## config.mk

```make
export PLATFORM = sky130hd
export DESIGN_NAME = glbl_reg_top
export DESIGN_NICKNAME = d
export VERILOG_FILES = /design/src/hdl/glbl_map_pkg.sv /design/src/hdl/glbl_field_pkg.sv /design/src/hdl/glbl_wr_dec.sv /design/src/hdl/glbl_rw_reg.sv /design/src/hdl/glbl_intr_ctrl.sv /design/src/hdl/glbl_lfsr.sv /design/src/hdl/glbl_rd_resp.sv /design/src/hdl/glbl_reg_top.sv
export SDC_FILE = /design/constraint.sdc
export NUM_CORES = 1
export LEC_CHECK = 0
export ABC_AREA = 1
export ABC_CLOCK_PERIOD_IN_PS = 2400
export BUFFER_PORTS_ARGS = -buffer_cell sky130_fd_sc_hd__buf_2
export CAP_MARGIN = 20
export CORE_ASPECT_RATIO = 0.6
export CORE_MARGIN = 2
export CORE_UTILIZATION = 54
export CTS_CLUSTER_DIAMETER = 80
export CTS_CLUSTER_SIZE = 12
export DETAILED_ROUTE_END_ITERATION = 10
export PLACE_DENSITY = 0.82
export SLEW_MARGIN = 5
export SYNTH_ARGS = -nofsm -noshare
export SYNTH_HDL_FRONTEND = slang
export SYNTH_SLANG_ARGS = --single-unit
```

## constraint.sdc

```tcl
create_clock -name mclk -period 2.4 [get_ports mclk]
set_input_delay 0.24 -clock mclk [delete_from_list [all_inputs] [get_ports mclk]]
set_output_delay 0.24 -clock mclk [all_outputs]
set_load 0.02 [all_outputs]
```

## src/hdl/glbl_map_pkg.sv

```systemverilog
package glbl_map_pkg;

   // -------------------------------------------------------------------------
   // Bus geometry
   // -------------------------------------------------------------------------
   localparam int DATA_W = 32;
   localparam int ADDR_W = 5;
   localparam int BE_W   = 4;

   // Mask, cfg, reset ctrl, mux select, mailbox and eight scratch words
   localparam int NUM_RW = 13;

   // Register map
   localparam logic [ADDR_W-1:0] ADDR_CHIP_ID   = 5'd0;
   localparam logic [ADDR_W-1:0] ADDR_RST_CTRL  = 5'd1;
   localparam logic [ADDR_W-1:0] ADDR_CFG       = 5'd2;
   localparam logic [ADDR_W-1:0] ADDR_INTR_MASK = 5'd3;
   localparam logic [ADDR_W-1:0] ADDR_INTR_STAT = 5'd4;
   localparam logic [ADDR_W-1:0] ADDR_MFSEL     = 5'd5;
   localparam logic [ADDR_W-1:0] ADDR_RANDOM    = 5'd9;
   localparam logic [ADDR_W-1:0] ADDR_MAILBOX   = 5'd15;
   localparam logic [ADDR_W-1:0] ADDR_SCRATCH_0 = 5'd16;

   // Identity word of manufacturer, core count, chip number and revision
   localparam logic [DATA_W-1:0] CHIP_ID_WORD = {16'h8268, 4'h4, 4'h5, 8'h01};

   // ASCII "RISC"
   localparam logic [DATA_W-1:0] CHIP_SIGNATURE = 32'h5249_5343;
   // Release stamp and project revision words
   localparam logic [DATA_W-1:0] CHIP_RELEASE   = 32'h0100_0000;
   localparam logic [DATA_W-1:0] CHIP_REVISION  = 32'h0005_2000;

   // -------------------------------------------------------------------------
   // Read-write register table in the index order of RW_RESET
   // -------------------------------------------------------------------------
   localparam logic [ADDR_W-1:0] RW_ADDR [NUM_RW] = '{
      ADDR_RST_CTRL, ADDR_CFG, ADDR_INTR_MASK, ADDR_MFSEL, ADDR_MAILBOX,
      ADDR_SCRATCH_0,        ADDR_SCRATCH_0 + 5'd1, ADDR_SCRATCH_0 + 5'd2,
      ADDR_SCRATCH_0 + 5'd3, ADDR_SCRATCH_0 + 5'd4, ADDR_SCRATCH_0 + 5'd5,
      ADDR_SCRATCH_0 + 5'd6, ADDR_SCRATCH_0 + 5'd7
   };

   // Only the CPU interface and QSPI leave reset at power up
   localparam logic [DATA_W-1:0] RW_RESET [NUM_RW] = '{
      32'h0000_0003, 32'h0, 32'h0, 32'h8000_0000, 32'h0,
      CHIP_SIGNATURE, CHIP_RELEASE, CHIP_REVISION,
      32'h0, 32'h0, 32'h0, 32'h0, 32'h0
   };

   // Galois feedback mask and nonzero start value
   localparam logic [DATA_W-1:0] LFSR_TAPS = 32'h8020_0003;
   localparam logic [DATA_W-1:0] LFSR_SEED = 32'h0000_0001;

endpackage

```

## src/hdl/glbl_field_pkg.sv

```systemverilog
package glbl_field_pkg;

   // -------------------------------------------------------------------------
   // Core configuration word, MSB first
   // -------------------------------------------------------------------------
   typedef struct packed {
      logic [15:0] riscv_ctrl;
      logic [6:0]  rsvd_hi;
      // GPIO de-glitch mode select
      logic        gpio_dgmode;
      logic [3:0]  rsvd_lo;
      logic        soft_irq;
      logic [2:0]  user_irq;
   } glbl_cfg_fields_t;

   // Same stored word, raw for read back and decoded for the outputs
   typedef union packed {
      logic [glbl_map_pkg::DATA_W-1:0] raw;
      glbl_cfg_fields_t                f;
   } glbl_cfg_u;

   // -------------------------------------------------------------------------
   // Reset control word
   // -------------------------------------------------------------------------
   // Peripheral resets from bit 0 upward
   // cpu intf, qspi, sspi, uart0, i2cm, usb, uart1
   localparam int RST_CPU_INTF_BIT = 0;
   localparam int RST_PERIPH_W     = 7;

   // One reset per core starting at bit 8
   localparam int RST_CORE_LSB     = 8;
   localparam int NUM_CORES        = 4;

endpackage

```

## src/hdl/glbl_wr_dec.sv

```systemverilog
`timescale 1ns/1ps

module glbl_wr_dec #(
   parameter int NUM_RW = glbl_map_pkg::NUM_RW
) (
   input  logic                            reg_cs,
   input  logic                            reg_wr,
   input  logic [glbl_map_pkg::ADDR_W-1:0] reg_addr,
   output logic [NUM_RW-1:0]               wr_en,
   output logic                            stat_wr
);

   import glbl_map_pkg::*;

   logic bus_wr;

   // Write selected on this cycle
   assign bus_wr = reg_cs & reg_wr;

   // -------------------------------------------------------------------------
   // One strobe per read-write register
   // -------------------------------------------------------------------------
   // Held for as long as the master keeps the write on the bus
   always_comb begin
      for (int i = 0; i < NUM_RW; i++) begin
         wr_en[i] = bus_wr & (reg_addr == RW_ADDR[i]);
      end
   end

   // Status is not in the table
   // W1C handled in the interrupt block
   assign stat_wr = bus_wr & (reg_addr == ADDR_INTR_STAT);

endmodule

```

## src/hdl/glbl_rw_reg.sv

```systemverilog
`timescale 1ns/1ps

module glbl_rw_reg #(
   parameter logic [glbl_map_pkg::DATA_W-1:0] RESET_VAL = '0
) (
   input  logic                            mclk,
   input  logic                            s_reset_n,
   input  logic                            wr_en,
   input  logic [glbl_map_pkg::BE_W-1:0]   be,
   input  logic [glbl_map_pkg::DATA_W-1:0] wdata,
   output logic [glbl_map_pkg::DATA_W-1:0] q
);

   import glbl_map_pkg::*;

   // Byte lanes follow their enable
   always_ff @(posedge mclk or negedge s_reset_n) begin
      if (s_reset_n == 1'b0) begin
         q <= RESET_VAL;
      end else if (wr_en) begin
         for (int b = 0; b < BE_W; b++) begin
            if (be[b]) begin
               q[b*8 +: 8] <= wdata[b*8 +: 8];
            end
         end
      end
   end

endmodule

```

## src/hdl/glbl_intr_ctrl.sv

```systemverilog
`timescale 1ns/1ps

module glbl_intr_ctrl (
   input  logic                            mclk,
   input  logic                            s_reset_n,
   input  logic                            stat_wr,
   input  logic                            reg_ack,
   input  logic [glbl_map_pkg::BE_W-1:0]   be,
   input  logic [glbl_map_pkg::DATA_W-1:0] wdata,
   input  logic [glbl_map_pkg::DATA_W-1:0] mask,
   input  logic                            usb_intr,
   input  logic                            i2cm_intr,
   input  logic                            rtc_intr,
   input  logic                            ir_intr,
   input  logic                            pwm_intr,
   input  logic [2:0]                      timer_intr,
   input  logic [31:0]                     gpio_intr,
   output logic [glbl_map_pkg::DATA_W-1:0] status,
   output logic [glbl_map_pkg::DATA_W-1:0] irq_lines
);

   import glbl_map_pkg::*;

   // Async sources, order ir, rtc, usb, i2cm
   logic [3:0]        async_in;
   logic [3:0]        sync_s;
   logic [3:0]        sync_ss;
   logic [DATA_W-1:0] intr_req;
   logic [DATA_W-1:0] clr_mask;

   assign async_in = {ir_intr, rtc_intr, usb_intr, i2cm_intr};

   // -------------------------------------------------------------------------
   // Double synchronizers
   // -------------------------------------------------------------------------
   always_ff @(posedge mclk or negedge s_reset_n) begin
      if (s_reset_n == 1'b0) begin
         sync_s  <= '0;
         sync_ss <= '0;
      end else begin
         sync_s  <= async_in;
         sync_ss <= sync_s;
      end
   end

   // GPIO[7:0] is port A, no interrupt from there
   assign intr_req = {gpio_intr[31:8], sync_ss[3], sync_ss[2], pwm_intr,
                      sync_ss[1], sync_ss[0], timer_intr};

   // -------------------------------------------------------------------------
   // Sticky status with W1C
   // -------------------------------------------------------------------------
   // Clear once per transaction, at the ack edge
   always_comb begin
      for (int b = 0; b < BE_W; b++) begin
         clr_mask[b*8 +: 8] = {8{stat_wr & reg_ack & be[b]}} & wdata[b*8 +: 8];
      end
   end

   // Set wins over clear
   always_ff @(posedge mclk or negedge s_reset_n) begin
      if (s_reset_n == 1'b0) begin
         status <= '0;
      end else begin
         status <= (status & ~clr_mask) | intr_req;
      end
   end

   assign irq_lines = mask & status;

endmodule

```

## src/hdl/glbl_lfsr.sv

```systemverilog
`timescale 1ns/1ps

module glbl_lfsr (
   input  logic                            mclk,
   input  logic                            s_reset_n,
   input  logic                            step,
   output logic [glbl_map_pkg::DATA_W-1:0] random
);

   import glbl_map_pkg::*;

   logic [DATA_W-1:0] feedback;
   logic [DATA_W-1:0] random_nxt;

   // Taps folded in when the shifted-out bit is set
   assign feedback   = {DATA_W{random[0]}} & LFSR_TAPS;
   assign random_nxt = (random >> 1) ^ feedback;

   // One step per bus acknowledge
   always_ff @(posedge mclk or negedge s_reset_n) begin
      if (s_reset_n == 1'b0) begin
         random <= LFSR_SEED;
      end else if (step) begin
         random <= random_nxt;
      end
   end

endmodule

```

## src/hdl/glbl_rd_resp.sv

```systemverilog
`timescale 1ns/1ps

module glbl_rd_resp #(
   parameter int NUM_RW = glbl_map_pkg::NUM_RW
) (
   input  logic                                        mclk,
   input  logic                                        s_reset_n,
   input  logic                                        reg_cs,
   input  logic [glbl_map_pkg::ADDR_W-1:0]             reg_addr,
   input  logic [NUM_RW-1:0][glbl_map_pkg::DATA_W-1:0] rw_q,
   input  logic [glbl_map_pkg::DATA_W-1:0]             status,
   input  logic [glbl_map_pkg::DATA_W-1:0]             random,
   output logic [glbl_map_pkg::DATA_W-1:0]             reg_rdata,
   output logic                                        reg_ack
);

   import glbl_map_pkg::*;

   logic [DATA_W-1:0] rd_mux;
   logic              rd_take;

   // -------------------------------------------------------------------------
   // Read mux
   // -------------------------------------------------------------------------
   // Unmapped addresses read as zero
   always_comb begin
      rd_mux = '0;
      if (reg_addr == ADDR_CHIP_ID) begin
         rd_mux = CHIP_ID_WORD;
      end else if (reg_addr == ADDR_INTR_STAT) begin
         rd_mux = status;
      end else if (reg_addr == ADDR_RANDOM) begin
         rd_mux = random;
      end
      for (int i = 0; i < NUM_RW; i++) begin
         if (reg_addr == RW_ADDR[i]) begin
            rd_mux = rw_q[i];
         end
      end
   end

   // First edge of a held chip select
   assign rd_take = reg_cs & ~reg_ack;

   // Single cycle ack
   always_ff @(posedge mclk or negedge s_reset_n) begin
      if (s_reset_n == 1'b0) begin
         reg_ack <= 1'b0;
      end else begin
         reg_ack <= rd_take;
      end
   end

   // Data valid while ack is high
   always_ff @(posedge mclk) begin
      if (rd_take) begin
         reg_rdata <= rd_mux;
      end
   end

endmodule

```

## src/hdl/glbl_reg_top.sv

```systemverilog
`timescale 1ns/1ps

module glbl_reg_top #(
   parameter int NUM_RW = glbl_map_pkg::NUM_RW
) (
   input  logic                            mclk,
   input  logic                            s_reset_n,
   // Register bus
   input  logic                            reg_cs,
   input  logic                            reg_wr,
   input  logic [glbl_map_pkg::ADDR_W-1:0] reg_addr,
   input  logic [glbl_map_pkg::DATA_W-1:0] reg_wdata,
   input  logic [glbl_map_pkg::BE_W-1:0]   reg_be,
   output logic [glbl_map_pkg::DATA_W-1:0] reg_rdata,
   output logic                            reg_ack,
   // Interrupt sources
   input  logic                            usb_intr,
   input  logic                            i2cm_intr,
   input  logic                            rtc_intr,
   input  logic                            ir_intr,
   input  logic                            pwm_intr,
   input  logic [2:0]                      timer_intr,
   input  logic [31:0]                     gpio_intr,
   output logic [glbl_map_pkg::DATA_W-1:0] irq_lines,
   // Core configuration
   output logic                            soft_irq,
   output logic [2:0]                      user_irq,
   output logic [15:0]                     cfg_riscv_ctrl,
   output logic                            cfg_gpio_dgmode,
   output logic [glbl_map_pkg::DATA_W-1:0] cfg_multi_func_sel,
   // Active-low reset controls
   output logic                            cpu_intf_rst_n,
   output logic                            qspim_rst_n,
   output logic                            sspim_rst_n,
   output logic                            i2cm_rst_n,
   output logic                            usb_rst_n,
   output logic [1:0]                      uart_rst_n,
   output logic [glbl_field_pkg::NUM_CORES-1:0] cpu_core_rst_n
);

   import glbl_map_pkg::*;
   import glbl_field_pkg::*;

   // Position of an address in the RW table
   function automatic int rw_index(input logic [ADDR_W-1:0] addr);
      int idx;
      idx = 0;
      for (int i = 0; i < NUM_RW; i++) begin
         if (RW_ADDR[i] == addr) begin
            idx = i;
         end
      end
      return idx;
   endfunction

   localparam int IDX_RST_CTRL = rw_index(ADDR_RST_CTRL);
   localparam int IDX_CFG      = rw_index(ADDR_CFG);
   localparam int IDX_MASK     = rw_index(ADDR_INTR_MASK);
   localparam int IDX_MFSEL    = rw_index(ADDR_MFSEL);

   logic [NUM_RW-1:0]             wr_en;
   logic                          stat_wr;
   logic [NUM_RW-1:0][DATA_W-1:0] rw_q;
   logic [DATA_W-1:0]             status;
   logic [DATA_W-1:0]             random;
   logic [RST_PERIPH_W-1:0]       periph_rst;
   glbl_cfg_u                     cfg_word;

   // -------------------------------------------------------------------------
   // Write decode and RW register array
   // -------------------------------------------------------------------------
   glbl_wr_dec #(.NUM_RW(NUM_RW)) u_wr_dec (
      .reg_cs   (reg_cs),
      .reg_wr   (reg_wr),
      .reg_addr (reg_addr),
      .wr_en    (wr_en),
      .stat_wr  (stat_wr)
   );

   for (genvar g = 0; g < NUM_RW; g++) begin : g_rw
      glbl_rw_reg #(.RESET_VAL(RW_RESET[g])) u_rw_reg (
         .mclk      (mclk),
         .s_reset_n (s_reset_n),
         .wr_en     (wr_en[g]),
         .be        (reg_be),
         .wdata     (reg_wdata),
         .q         (rw_q[g])
      );
   end

   // Interrupt status and masking
   glbl_intr_ctrl u_intr_ctrl (
      .mclk       (mclk),
      .s_reset_n  (s_reset_n),
      .stat_wr    (stat_wr),
      .reg_ack    (reg_ack),
      .be         (reg_be),
      .wdata      (reg_wdata),
      .mask       (rw_q[IDX_MASK]),
      .usb_intr   (usb_intr),
      .i2cm_intr  (i2cm_intr),
      .rtc_intr   (rtc_intr),
      .ir_intr    (ir_intr),
      .pwm_intr   (pwm_intr),
      .timer_intr (timer_intr),
      .gpio_intr  (gpio_intr),
      .status     (status),
      .irq_lines  (irq_lines)
   );

   // Random number advanced by every ack
   glbl_lfsr u_lfsr (
      .mclk      (mclk),
      .s_reset_n (s_reset_n),
      .step      (reg_ack),
      .random    (random)
   );

   glbl_rd_resp #(.NUM_RW(NUM_RW)) u_rd_resp (
      .mclk      (mclk),
      .s_reset_n (s_reset_n),
      .reg_cs    (reg_cs),
      .reg_addr  (reg_addr),
      .rw_q      (rw_q),
      .status    (status),
      .random    (random),
      .reg_rdata (reg_rdata),
      .reg_ack   (reg_ack)
   );

   // -------------------------------------------------------------------------
   // Field decode
   // -------------------------------------------------------------------------
   assign cfg_word.raw       = rw_q[IDX_CFG];
   assign soft_irq           = cfg_word.f.soft_irq;
   assign user_irq           = cfg_word.f.user_irq;
   assign cfg_riscv_ctrl     = cfg_word.f.riscv_ctrl;
   assign cfg_gpio_dgmode    = cfg_word.f.gpio_dgmode;
   assign cfg_multi_func_sel = rw_q[IDX_MFSEL];

   // Peripheral resets with bit 7 left unused
   assign periph_rst     = rw_q[IDX_RST_CTRL][RST_CPU_INTF_BIT +: RST_PERIPH_W];
   assign cpu_intf_rst_n = periph_rst[0];
   assign qspim_rst_n    = periph_rst[1];
   assign sspim_rst_n    = periph_rst[2];
   assign uart_rst_n[0]  = periph_rst[3];
   assign i2cm_rst_n     = periph_rst[4];
   assign usb_rst_n      = periph_rst[5];
   assign uart_rst_n[1]  = periph_rst[6];
   assign cpu_core_rst_n = rw_q[IDX_RST_CTRL][RST_CORE_LSB +: NUM_CORES];

endmodule

```

-- Yosys cells after proc, flatten, opt, wreduce, memory -nomap -nowiden
Index checks and enable logic that the tools add are counted.
Widths: inputs -> output; s select.
- equality and inequality tests: 15
- multiplexer cells: 16
- bitwise gates (word level): 31
- reduce and logical (&&, ||, !) cells: 53
- operators with widths (operator ; number):
    $mux 32 ; 16
    $reduce_and 2->1 ; 52
    $and 32x32->32 ; 2
    $eq 5x5->1 const B ; 8
    $and 8x8->8 ; 4
    $not 32->32 ; 1
    $or 32x32->32 ; 1
    $xor 31x32->32 ; 1
    $and 1x1->1 ; 21
    $eq 5x2->1 const B ; 2
    $eq 5x3->1 const B ; 2
    $eq 5x4->1 const B ; 2
    $eq 5x1->1 const B ; 1
    $logic_not 5->1 ; 1
    $not 1->1 ; 1
- register bits after elaboration: 521
- bits of input ports: 85
- output and inout bits: 129
- logic and storage cells: 173

-- Logic depth before layout (Yosys ltp)
Gate-level depths: netlist of run 1.
- word-level depth: 17
- mapped depth: 16
- depth with buffers taken out: 13

-- Modules after synthesis
Synthesis of run 1 repeated with hierarchy kept, for this count alone.
- cells, all modules: 3192
- area total of the unflattened synthesis: 25215.4 µm²
- by module, submodules not included (module ; times used ; cells an instance ; area an instance (µm²) ; seq. area each (µm²)):
    glbl_rw_reg (g_rw[10].u_rw_reg ...) ; 8 ; 140 ; 1291.2 ; 800.8
    glbl_rd_resp ; 1 ; 920 ; 4877.2 ; 985.9
    glbl_rw_reg (g_rw[3].u_rw_reg ...) ; 2 ; 140 ; 1292.5 ; 802.0
    glbl_intr_ctrl ; 1 ; 242 ; 1899.3 ; 1001.0
    glbl_lfsr ; 1 ; 170 ; 1467.7 ; 802.0
    glbl_rw_reg (g_rw[5].u_rw_reg) ; 1 ; 140 ; 1307.5 ; 817.0
    glbl_rw_reg (g_rw[7].u_rw_reg) ; 1 ; 140 ; 1295.0 ; 804.5
    glbl_rw_reg (g_rw[0].u_rw_reg) ; 1 ; 140 ; 1293.7 ; 803.3
    glbl_wr_dec ; 1 ; 40 ; 160.2 ; 0.0

-- Least setup slack after synthesis of run 1
OpenSTA, ideal clock, no wires.
- kind: register -> register
- start: register u_rd_resp.reg_ack
- end: register u_rd_resp.reg_rdata[0] (netlist bit), enable pin
- library setup time: 423 ps
- arrival: 2221 ps
- required time: 1977 ps
- slack: -244 ps
- cell stages (with the launch flop): 4
- buffers on the path: 2
- period minus slack after synthesis: 2644 ps
- cells stage by stage: dfrtp_1 > clkbuf_1 > clkbuf_1 > nor2_1
- cells in the longest elaborated chain, start to end: 2
- RTL lines (what ; line ; RTL):
    start: declaration ; glbl_rd_resp.sv:14 ; output logic reg_ack
    start signal: assignment ; glbl_rd_resp.sv:50 ; reg_ack <= rd_take;
    $not 1->1 ; glbl_rd_resp.sv:43 ; assign rd_take = reg_cs & ~reg_ack;
    $and 1x1->1 ; glbl_rd_resp.sv:43 ;
    via u_rd_resp.rd_take ; glbl_rd_resp.sv:20 ; logic rd_take;
    end signal: assignment ; glbl_rd_resp.sv:57 ; reg_rdata <= rd_mux;
    end: declaration ; glbl_rd_resp.sv:13 ; output logic [glbl_map_pkg::DATA_W-1:0] reg_rdata,
The timed path passes the listed nets, and every way through them passes these cells.
A chain may end at the register's enable or synchronous reset.

-- Final worst setup path of run 1
- start: input port reg_addr[0] (netlist bit)
- end: register g_rw[5].u_rw_reg.q[27] (netlist bit)
- cells in the longest elaborated chain, start to end: 3
- RTL lines (what ; line ; RTL):
    start: declaration ; glbl_reg_top.sv:11 ; input logic [glbl_map_pkg::ADDR_W-1:0] reg_addr,
    $eq 5x5->1 ; glbl_wr_dec.sv:26 ; wr_en[i] = bus_wr & (reg_addr == RW_ADDR[i]);
    $and 1x1->1 ; glbl_wr_dec.sv:26 ;
    $reduce_and 2->1 (no line) ; -- ;
    end signal: indexed assignment ; glbl_rw_reg.sv:23 ; q[b*8 +: 8] <= wdata[b*8 +: 8];
    end: declaration ; glbl_rw_reg.sv:11 ; output logic [glbl_map_pkg::DATA_W-1:0] q
Every way passes these cells.

==> impl_metrics.csv, run 1 <==
group,metric,value,unit
cts,htreeDepth,2,
die,fp.dieW,269,um
pwr,finalPower,0.0190,W
layout,design_area,0.0263,mm2
logic_synthesis,syn_area_per_cell,8.30,um2
run_status,status,"complete, no violations",
cts,cts.sinks,521,
global_routing,grt_pass1_vias,19300,
logic_synthesis,synth_top_area_share,51.4,%
run,drv_cap,0,
placement,port-buffer-count,205,
layout,multi_input_area,0.00800,mm2
pwr,power.leakage,12.4,nW
layout,utilization,63.1,%
die,rows,58,
critical_path,critPathArrivalTime,2.59,ns
placement,place_area,0.0246,mm2
detailed_routing,wl_per_cell,19.3,um
logic_synthesis,ys_seq_elements,521,
timing,maxSlewHeadroom,27.8,%
timing,tightest_slew,1.08,ns
layout,drive_gt1_share,13.6,%
layout,num-nets-final,3026,
die,core,0.0417,mm2
timing,setup_viol,0,
die,start_util,54.6,%
placement,place.gp.congestion,0.931,
timing,worst_clock_skew,0.0154,ns
timing,rsz0062_at_grt,"false",
logic_synthesis,yosysTopAreaCell,"dfrtp_1",
global_routing,grt_max_degree,72,
critical_path,start_kind,"primary input",
die,die_h,163,um
critical_path,cp_max_fo,16,
placement,dpl.hpwl,46300,um
detailed_routing,antenna_left,0,
global_routing,antenna_found_initial,4,
logic_synthesis,seq_area_frac_synth,58.1,%
timing,maxSlewViolCount,0,
cts,cts_buffer_depth,3,
logic_synthesis,synthTopCellsByArea,"dfrtp_1, nand2_1, o21ai_0, edfxtp_1, inv_1",
cts,cts_setup_buffers,0,
global_routing,grt_pass1_wl,107000,um
global_routing,overflow,0,
pwr,powerDensity,721,mW/mm2
layout,num-fill-cells,3391,
cts,path_clk_slew,0.06,ns
logic_synthesis,synthesis.area,0.0228,mm2
layout,areaGrowthSynthToFinish,15.6,%
pwr,ir_worst_vdd,0.000561,V
logic_synthesis,yosys_warnings,0,
timing,min_period_over_period,89.8,%
detailed_routing,vias,20100,
cts,cts-buffers-inserted,49,
detailed_routing,drc_errors,0,
cts,worstSkewPairLatency,0.58,ns
timing,fin_crit,2.16,ns
min_path,hp-class,"in -> reg",
cts,cts_tree,"done",
critical_path,worst-endpoint-required,2.83,ns
detailed_routing,dr.pass1.iters,9,
logic_synthesis,netlist-cell-type-count,27,
timing,final-hold-violation-count,0,
global_routing,grt_usage,31.3,%
critical_path,critPathKind,"in -> reg",
cts,clockRootBuffer,"clkbuf_16",
layout,seq_area,0.0132,mm2
detailed_routing,drtIter0Drc,2663,
die,io-pin-count,214,
timing,fmax,464,MHz
die,dieArea,0.0439,mm2
critical_path,cp-end-kind,"flop",
logic_synthesis,syn_nets,2828,
detailed_routing,avgViaCountPerCell,5.66,
logic_synthesis,postSynthCellCount,2743,
detailed_routing,drt_wl_total,68600,um
==> power breakdown <==
| part | switching, W | total [W] | internal [W] | leakage, nW |
|---|---|---|---|---|
| Sequential | 0.000384 | 0.00988 | 0.00950 | 6.75 |
| Combinational | 0.00123 | 0.00182 | 0.000587 | 4.98 |
| Clock | 0.00331 | 0.00728 | 0.00397 | 0.681 |
==> sequential cells by signal (all words and copies together), names as in the netlist <==
register	flops
g_rw.u_rw_reg.q	416
u_intr_ctrl.status	32
u_intr_ctrl.sync_s	4
u_intr_ctrl.sync_ss	4
u_lfsr.random	32
u_rd_resp.reg_ack	1
u_rd_resp.reg_rdata	32
==> kinds of logic (layout without fill, tap and decap cells) <==
family / after synthesis / in the layout / share of synthesized area (%)
AO/OA/AOI/OAI: 464 / 464 / 10.2
other: 0 / 4 / 0
XOR/XNOR: 3 / 3 / 0.115
AND/OR/NAND/NOR: 1372 / 1372 / 24.7
flip-flops: 521 / 521 / 58.1
buffers and inverters: 383 / 620 / 6.92
==> through the flow <==
step	hold WS, ns	setup TNS, ns	cells	worst slack [ns]
finish	0.158	0	3554	0.244
global route	0.171	0	3554	0.165
CTS	0.140	0	3550	0.208
detailed placement	0.260	-4.54	3427	-0.143
global placement	0.256	-0.893	3426	-0.0368
floorplan	-0.0556	0	2743	0.289
==> final cells by class <==
cell class / count / share of cell area [%]
Sequential cell: 521 / 50.2
Antenna cell: 4 / 0.0380
Timing Repair Buffer: 320 / 8.22
Multi-Input combinational cell: 1839 / 30.4
Clock inverter: 2 / 0.0665
Inverter: 210 / 2.99
Clock buffer: 88 / 5.37
Tap cell: 570 / 2.71
==> synth_stat cells (all sizes together) <==
master and n:
nand2 982, dfrtp 468, o21ai 452, inv 210, nor2 178, clkbuf 111
nand4 100, nand3 83, buf 62, edfxtp 32, dfstp 21, or2 16
a21oi 12, nor3 12, xnor2 2, nor4 1, xor2 1
==> critical path, cell delays in order <==
cell	delay [ns]
buf_2	0.13
nor2_2	0.16
buf_4	0.22
nand3_1	0.26
buf_4	0.27
nor2_1	0.51
nand2_1	0.50
nand2_1	0.17
o21ai_0	0.11
==> worst paths after layout <==
check	startpoint	end	slack, ns	depth (start not counted)
max	reg_addr[0]	g_rw[5].u_rw_reg.q[27]	0.24	9
min	reg_wdata[24]	g_rw[11].u_rw_reg.q[24]	0.16	3
max reg2reg	u_rd_resp.reg_ack	u_intr_ctrl.status[24]	0.37	5
min reg2reg	u_intr_ctrl.sync_s[0]	u_intr_ctrl.sync_ss[0]	0.36	0
max in group asynchronous	s_reset_n	g_rw[5].u_rw_reg.q[28]	1.24	3
min in group asynchronous	s_reset_n	u_intr_ctrl.sync_ss[1]	0.25	2
==> layer usage <==
layer / routed length, um / vias to the layer above / track usage, %
met5: 0 / - / 0
met4: 2660 / 0 / 12.6
met3: 8270 / 185 / 8.69
met2: 30700 / 1161 / 47.9
met1: 27000 / 9619 / 42.5
li1: - / 9167 / -
==> what timing repair did <==
item	in CTS	in global routing
gates resized for setup	0	1
endpoints found under the setup margin	0	12
endpoints found under the hold margin	90	0
hold buffers	33	0
==> cells in the final DEF (no fill, tap or decap), drive strengths merged <==
cell           n
a21oi         12
buf          287
clkbuf        88
dfrtp        468
dfstp         21
diode          4
dlygate4sd3   33
edfxtp        32
inv          212
nand2        982
nand3         83
nand4        100
nor2         178
nor3          12
nor4           1
o21ai        452
or2           16
xnor2          2
xor2           1
(Power assumes the default switching activity.)
==> run 2: changes to the inputs <==
- CORE_UTILIZATION: 54 -> 30
- PLACE_DENSITY: 0.82 -> 0.53
==> run 2 against run 1 <==
- fmax decreased by 2.1%
- critical path depth decreased by 7
- global-route usage decreased by 12 points
- flip-flop and latch count unchanged
- power increased by 0.10%
- worst hold slack improved by 0.011 ns
- critical path type is now reg -> out
- clock skew increased by 0.0027 ns
- final cell count increased by 12%
- utilization decreased by 27 points
- sequential share of layout area decreased by 1.3 points
- die area increased by 78%
- setup slack got worse by 0.045 ns
- largest cell class unchanged
==> impl_metrics.csv, run 2 (synthesis gave the netlist of run 1 again) <==
group,metric,value,unit
die,die_h,217,um
global_routing,grt_max_degree,79,
timing,whs,0.169,ns
detailed_routing,vias,18900,
critical_path,critPathArrivalTime,1.96,ns
pwr,powerDensity,703,mW/mm2
layout,regMostFlops,"g_rw.u_rw_reg.q",
die,start_util,30.2,%
timing,setup_viol,0,
placement,place.gp.congestion,0.847,
cts,cts_resized,0,
critical_path,critPathKind,"reg -> out",
timing,tightest_slew,1.00,ns
layout,utilization,35.9,%
placement,dpl.hpwl,53400,um
pwr,power.leakage,12.5,nW
layout,num-nets-final,3036,
critical_path,cp-end-kind,"primary output",
die,dieArea,0.0782,mm2
global_routing,overflow,0,
timing,maxSlewViolCount,0,
cts,clockRootBuffer,"clkbuf_16",
global_routing,grt_pass1_wl,116000,um
run_status,status,"complete, no violations",
min_path,hp-class,"in -> async",
global_routing,grt_usage,19.6,%
detailed_routing,antenna_left,0,
timing,rsz0062_at_grt,"false",
die,rows,78,
die,core,0.0753,mm2
cts,cts.sinks,521,
die,io-pin-count,214,
cts,cts_buffer_depth,3,
critical_path,cp_max_fo,23,
cts,cts_tree,"done",
layout,layout.cells.non_filler,3987,
placement,place_area,0.0253,mm2
layout,largest_register_ffs,416,
cts,worstSkewPairLatency,0.58,ns
layout,design_area,0.0270,mm2
run,drv_cap,0,
detailed_routing,drc_errors,0,
layout,areaGrowthSynthToFinish,18.7,%
detailed_routing,drt_wl_total,77000,um
timing,worst_clock_skew,0.0181,ns
timing,fin_crit,2.20,ns
placement,port-buffer-count,205,
cts,path_clk_slew,0.07,ns
detailed_routing,drtIter0Drc,1797,
detailed_routing,wl_per_cell,19.3,um
layout,num-fill-cells,7986,
timing,final-hold-violation-count,0,
pwr,ir_worst_vdd,0.000446,V
cts,cts-buffers-inserted,49,
timing,fmax,454,MHz
die,fp.dieW,360,um
critical_path,worst-endpoint-required,2.16,ns
layout,drive_gt1_share,13.8,%
detailed_routing,avgViaCountPerCell,4.75,
layout,final_common_cell,"nand2_1",
layout,layout_common_cells,"nand2_1, dfrtp_1, o21ai_0",
timing,setup_slack,0.199,ns
detailed_routing,dr.pass1.iters,8,
placement,dp.cells,3865,
global_routing,grt_pass1_vias,17700,
cts,htreeDepth,2,
placement,dpl_worst_slack,-0.0404,ns
timing,maxSlewHeadroom,33.1,%
critical_path,start_kind,"flop",
timing,min_period_over_period,91.7,%
global_routing,antenna_found_initial,2,
==> run 2: changes by cell type in the layout (fill, tap and decap cells not counted), sizes merged <==
cell    previous run  this run
buf              287       297
clkbuf            88        85
diode              4         1
inv              212       211
==> run 2: what timing repair did <==
action / in CTS / in global routing
hold buffers: 33 / 0
setup buffers: 0 / 0
hold endpoints to repair: 175 / 0
==> run 2: worst paths after layout <==
kind,startpoint,end,slack [ns],depth (start not counted)
max in group asynchronous,s_reset_n,g_rw[5].u_rw_reg.q[25],1.31,4
hold / removal,s_reset_n,u_intr_ctrl.sync_ss[3],0.17,2
hold reg to reg,u_intr_ctrl.sync_s[3],u_intr_ctrl.sync_ss[3],0.34,0
setup reg to reg,u_intr_ctrl.status[25],u_rd_resp.reg_rdata[25],0.38,9
setup / recovery,u_rd_resp.reg_ack,reg_ack,0.20,2
min in group mclk,reg_wdata[28],g_rw[10].u_rw_reg.q[28],0.17,3
==> run 2: layout make-up <==
type	instances	area (um2)	share of cell area, %
antenna	1	2.50	0.00926
timing repair buffer	330	2380	8.81
clock buffer	85	1360	5.04
clock inverter	1	8.76	0.0324
sequential	521	13200	48.9
tap	1000	1250	4.63
inverter	210	788	2.92
multi-input combinational	1839	8020	29.7
==> run 2: where the power goes <==
part / switching (W) / internal (W)
logic: 0.00125 / 0.000600
clock network: 0.00345 / 0.00382
registers: 0.000382 / 0.00949
total: 0.00508 / 0.0139
==> run 2: per-stage QoR <==
stage                     total power [W]  setup TNS (ns)
after floorplan                    0.0110               0
after global placement             0.0118         -0.0974
after detailed placement           0.0119          -0.465
after CTS                          0.0192               0
after global routing               0.0198               0
final                              0.0190               0
==> run 2: critical path, stage by stage, from the launching register on <==
cell and delay [ns]:
dfrtp_1 0.70, buf_4 0.41, buf_2 0.25
==> run 2: metal layers <==
layer	track usage, %	routed length [um]	share of wire, %	up-vias
li1	-	-	-	9176
met5	0	0	0	-
met1	30.9	38900	51	9129
met3	3.56	5380	7.0	69
met2	28.1	31800	41	551
met4	2.68	885	1.1	0
==> run 3: changes to the inputs <==
- REMOVE_ABC_BUFFERS: unset -> 1
==> run 3 against run 2 <==
- routed wire length fell by 3.5%
- largest cell class unchanged
- setup slack improved by 0.016 ns
- clock power rose by 0.6%
- register-to-register slack improved by 0.15 ns
- sequential power barely moved
- combinational power fell by 3%
- clock-buffer cell count rose by 2
- clock skew rose by 0.0012 ns
- utilization barely moved
- critical endpoint unchanged
- worst hold slack got worse by 0.067 ns
- final cell count rose by 0.50%
- flip-flop and latch count did not move
==> impl_metrics.csv, run 3 (synthesis gave the netlist of run 1 again) <==
group,metric,value,unit
die,io-pin-count,214,
detailed_routing,drtIter0Drc,1752,
timing,fin_setup_tns,0,ns
global_routing,grt_pass1_vias,17800,
timing,final-hold-violation-count,0,
timing,tightest_slew,1.09,ns
detailed_routing,drc_errors,0,
cts,cts_setup_buffers,0,
layout,num-nets-final,3051,
global_routing,grt_max_degree,66,
placement,dpl_worst_slack,-0.0127,ns
timing,worst_clock_skew,0.0193,ns
placement,dp.cells,3882,
placement,place_area,0.0253,mm2
cts,ctsHoldBuffers,33,
layout,largest_register_ffs,416,
layout,final_common_cell,"nand2_1",
layout,regMostFlops,"g_rw.u_rw_reg.q",
timing,setup_viol,0,
cts,cts_resized,0,
die,die_h,217,um
timing,maxSlewHeadroom,27.4,%
placement,port-buffer-count,205,
pwr,powerDensity,701,mW/mm2
layout,layout.cells.non_filler,4007,
layout,design_area,0.0271,mm2
pwr,ir_worst_vdd,0.000508,V
detailed_routing,wl_per_cell,18.5,um
layout,drive_gt1_share,14.2,%
layout,areaGrowthSynthToFinish,18.8,%
cts,htreeDepth,2,
cts,cts.sinks,521,
layout,num-fill-cells,8003,
detailed_routing,dr.pass1.iters,6,
min_path,hp-class,"in -> reg",
placement,dpl.hpwl,54100,um
global_routing,grt_pass1_wl,114000,um
global_routing,grt_usage,19.1,%
detailed_routing,avgViaCountPerCell,4.70,
critical_path,critPathArrivalTime,1.95,ns
run_status,status,"complete, no violations",
cts,clockRootBuffer,"clkbuf_16",
critical_path,cp_max_fo,16,
cts,cts_tree,"done",
placement,place.gp.congestion,0.860,
die,dieArea,0.0782,mm2
die,core,0.0753,mm2
timing,fmax,458,MHz
layout,utilization,35.9,%
cts,cts-buffers-inserted,49,
die,fp.dieW,360,um
timing,setup_slack,0.215,ns
cts,cts_buffer_depth,3,
global_routing,antenna_found_initial,5,
critical_path,ff2ff_setup_slack,0.53,ns
critical_path,worst-endpoint-required,2.16,ns
layout,layout_common_cells,"nand2_1, dfrtp_1, o21ai_0",
critical_path,critPathKind,"reg -> out",
pwr,power.leakage,12.5,nW
critical_path,start_kind,"flop",
timing,fin_crit,2.19,ns
run,drv_cap,0,
timing,min_period_over_period,91.1,%
critical_path,cp-end-kind,"primary output",
cts,path_clk_slew,0.07,ns
global_routing,overflow,0,
detailed_routing,antenna_left,0,
detailed_routing,vias,18800,
die,rows,78,
timing,rsz0062_at_grt,"false",
die,start_util,30.2,%
timing,maxSlewViolCount,0,
detailed_routing,drt_wl_total,74300,um
cts,worstSkewPairLatency,0.60,ns
-- run 3: changes by cell type in the layout (fill, tap and decap cells not counted), sizes merged --
| cell | delta |
|---|---|
| buf | +15 |
| clkbuf | +2 |
| inv | +2 |
| diode | +1 |
-- run 3: stage by stage --
step	total power [W]	hold WS (ns)
after floorplan	0.0109	-0.0556
after global placement	0.0118	0.209
after detailed placement	0.0118	0.208
after CTS	0.0192	0.0804
after global routing	0.0199	0.135
final	0.0190	0.102
-- run 3: path summary, 6_finish.rpt --
path / startpoint / end / depth (start not counted)
max: u_rd_resp.reg_ack / reg_ack / 2
max in group asynchronous: s_reset_n / g_rw[12].u_rw_reg.q[17] / 3
max reg2reg: u_rd_resp.reg_ack / u_intr_ctrl.status[1] / 6
min reg2reg: u_intr_ctrl.sync_s[2] / u_intr_ctrl.sync_ss[2] / 0
min in group asynchronous: s_reset_n / g_rw[1].u_rw_reg.q[16] / 2
min: reg_wdata[26] / g_rw[9].u_rw_reg.q[26] / 3
-- run 3: critical path, cell delays in order, from the launching register on --
cell,delay [ns]
dfrtp_1,0.75
buf_4,0.37
buf_2,0.23
-- run 3: cell type report --
class	count	area [um2]	share of cell area, %
flip-flops and latches	521	13200	48.9
multi-input cells	1839	8020	29.7
repair buffers	345	2370	8.76
clock buffers	87	1370	5.06
well taps	1000	1250	4.62
inverters	210	788	2.91
clock inverters	3	26.3	0.0971
diodes	2	5.00	0.0185
-- run 3: metal layers --
| layer | part of all wire, % | up-vias | track usage, % | wire (um) |
|---|---|---|---|---|
| li1 | - | 9198 | - | - |
| met1 | 53 | 8984 | 31.3 | 39200 |
| met2 | 38 | 567 | 25.3 | 28400 |
| met3 | 7.5 | 75 | 3.88 | 5540 |
| met4 | 1.5 | 4 | 3.14 | 1130 |
| met5 | 0.031 | - | 0 | 23 |
-- run 3: where the power goes --
group	switching, W	internal, W	leakage [nW]
Combinational	0.00120	0.000595	5.12
Sequential	0.000376	0.00949	6.75
Clock	0.00346	0.00385	0.662
Total	0.00504	0.0139	12.5
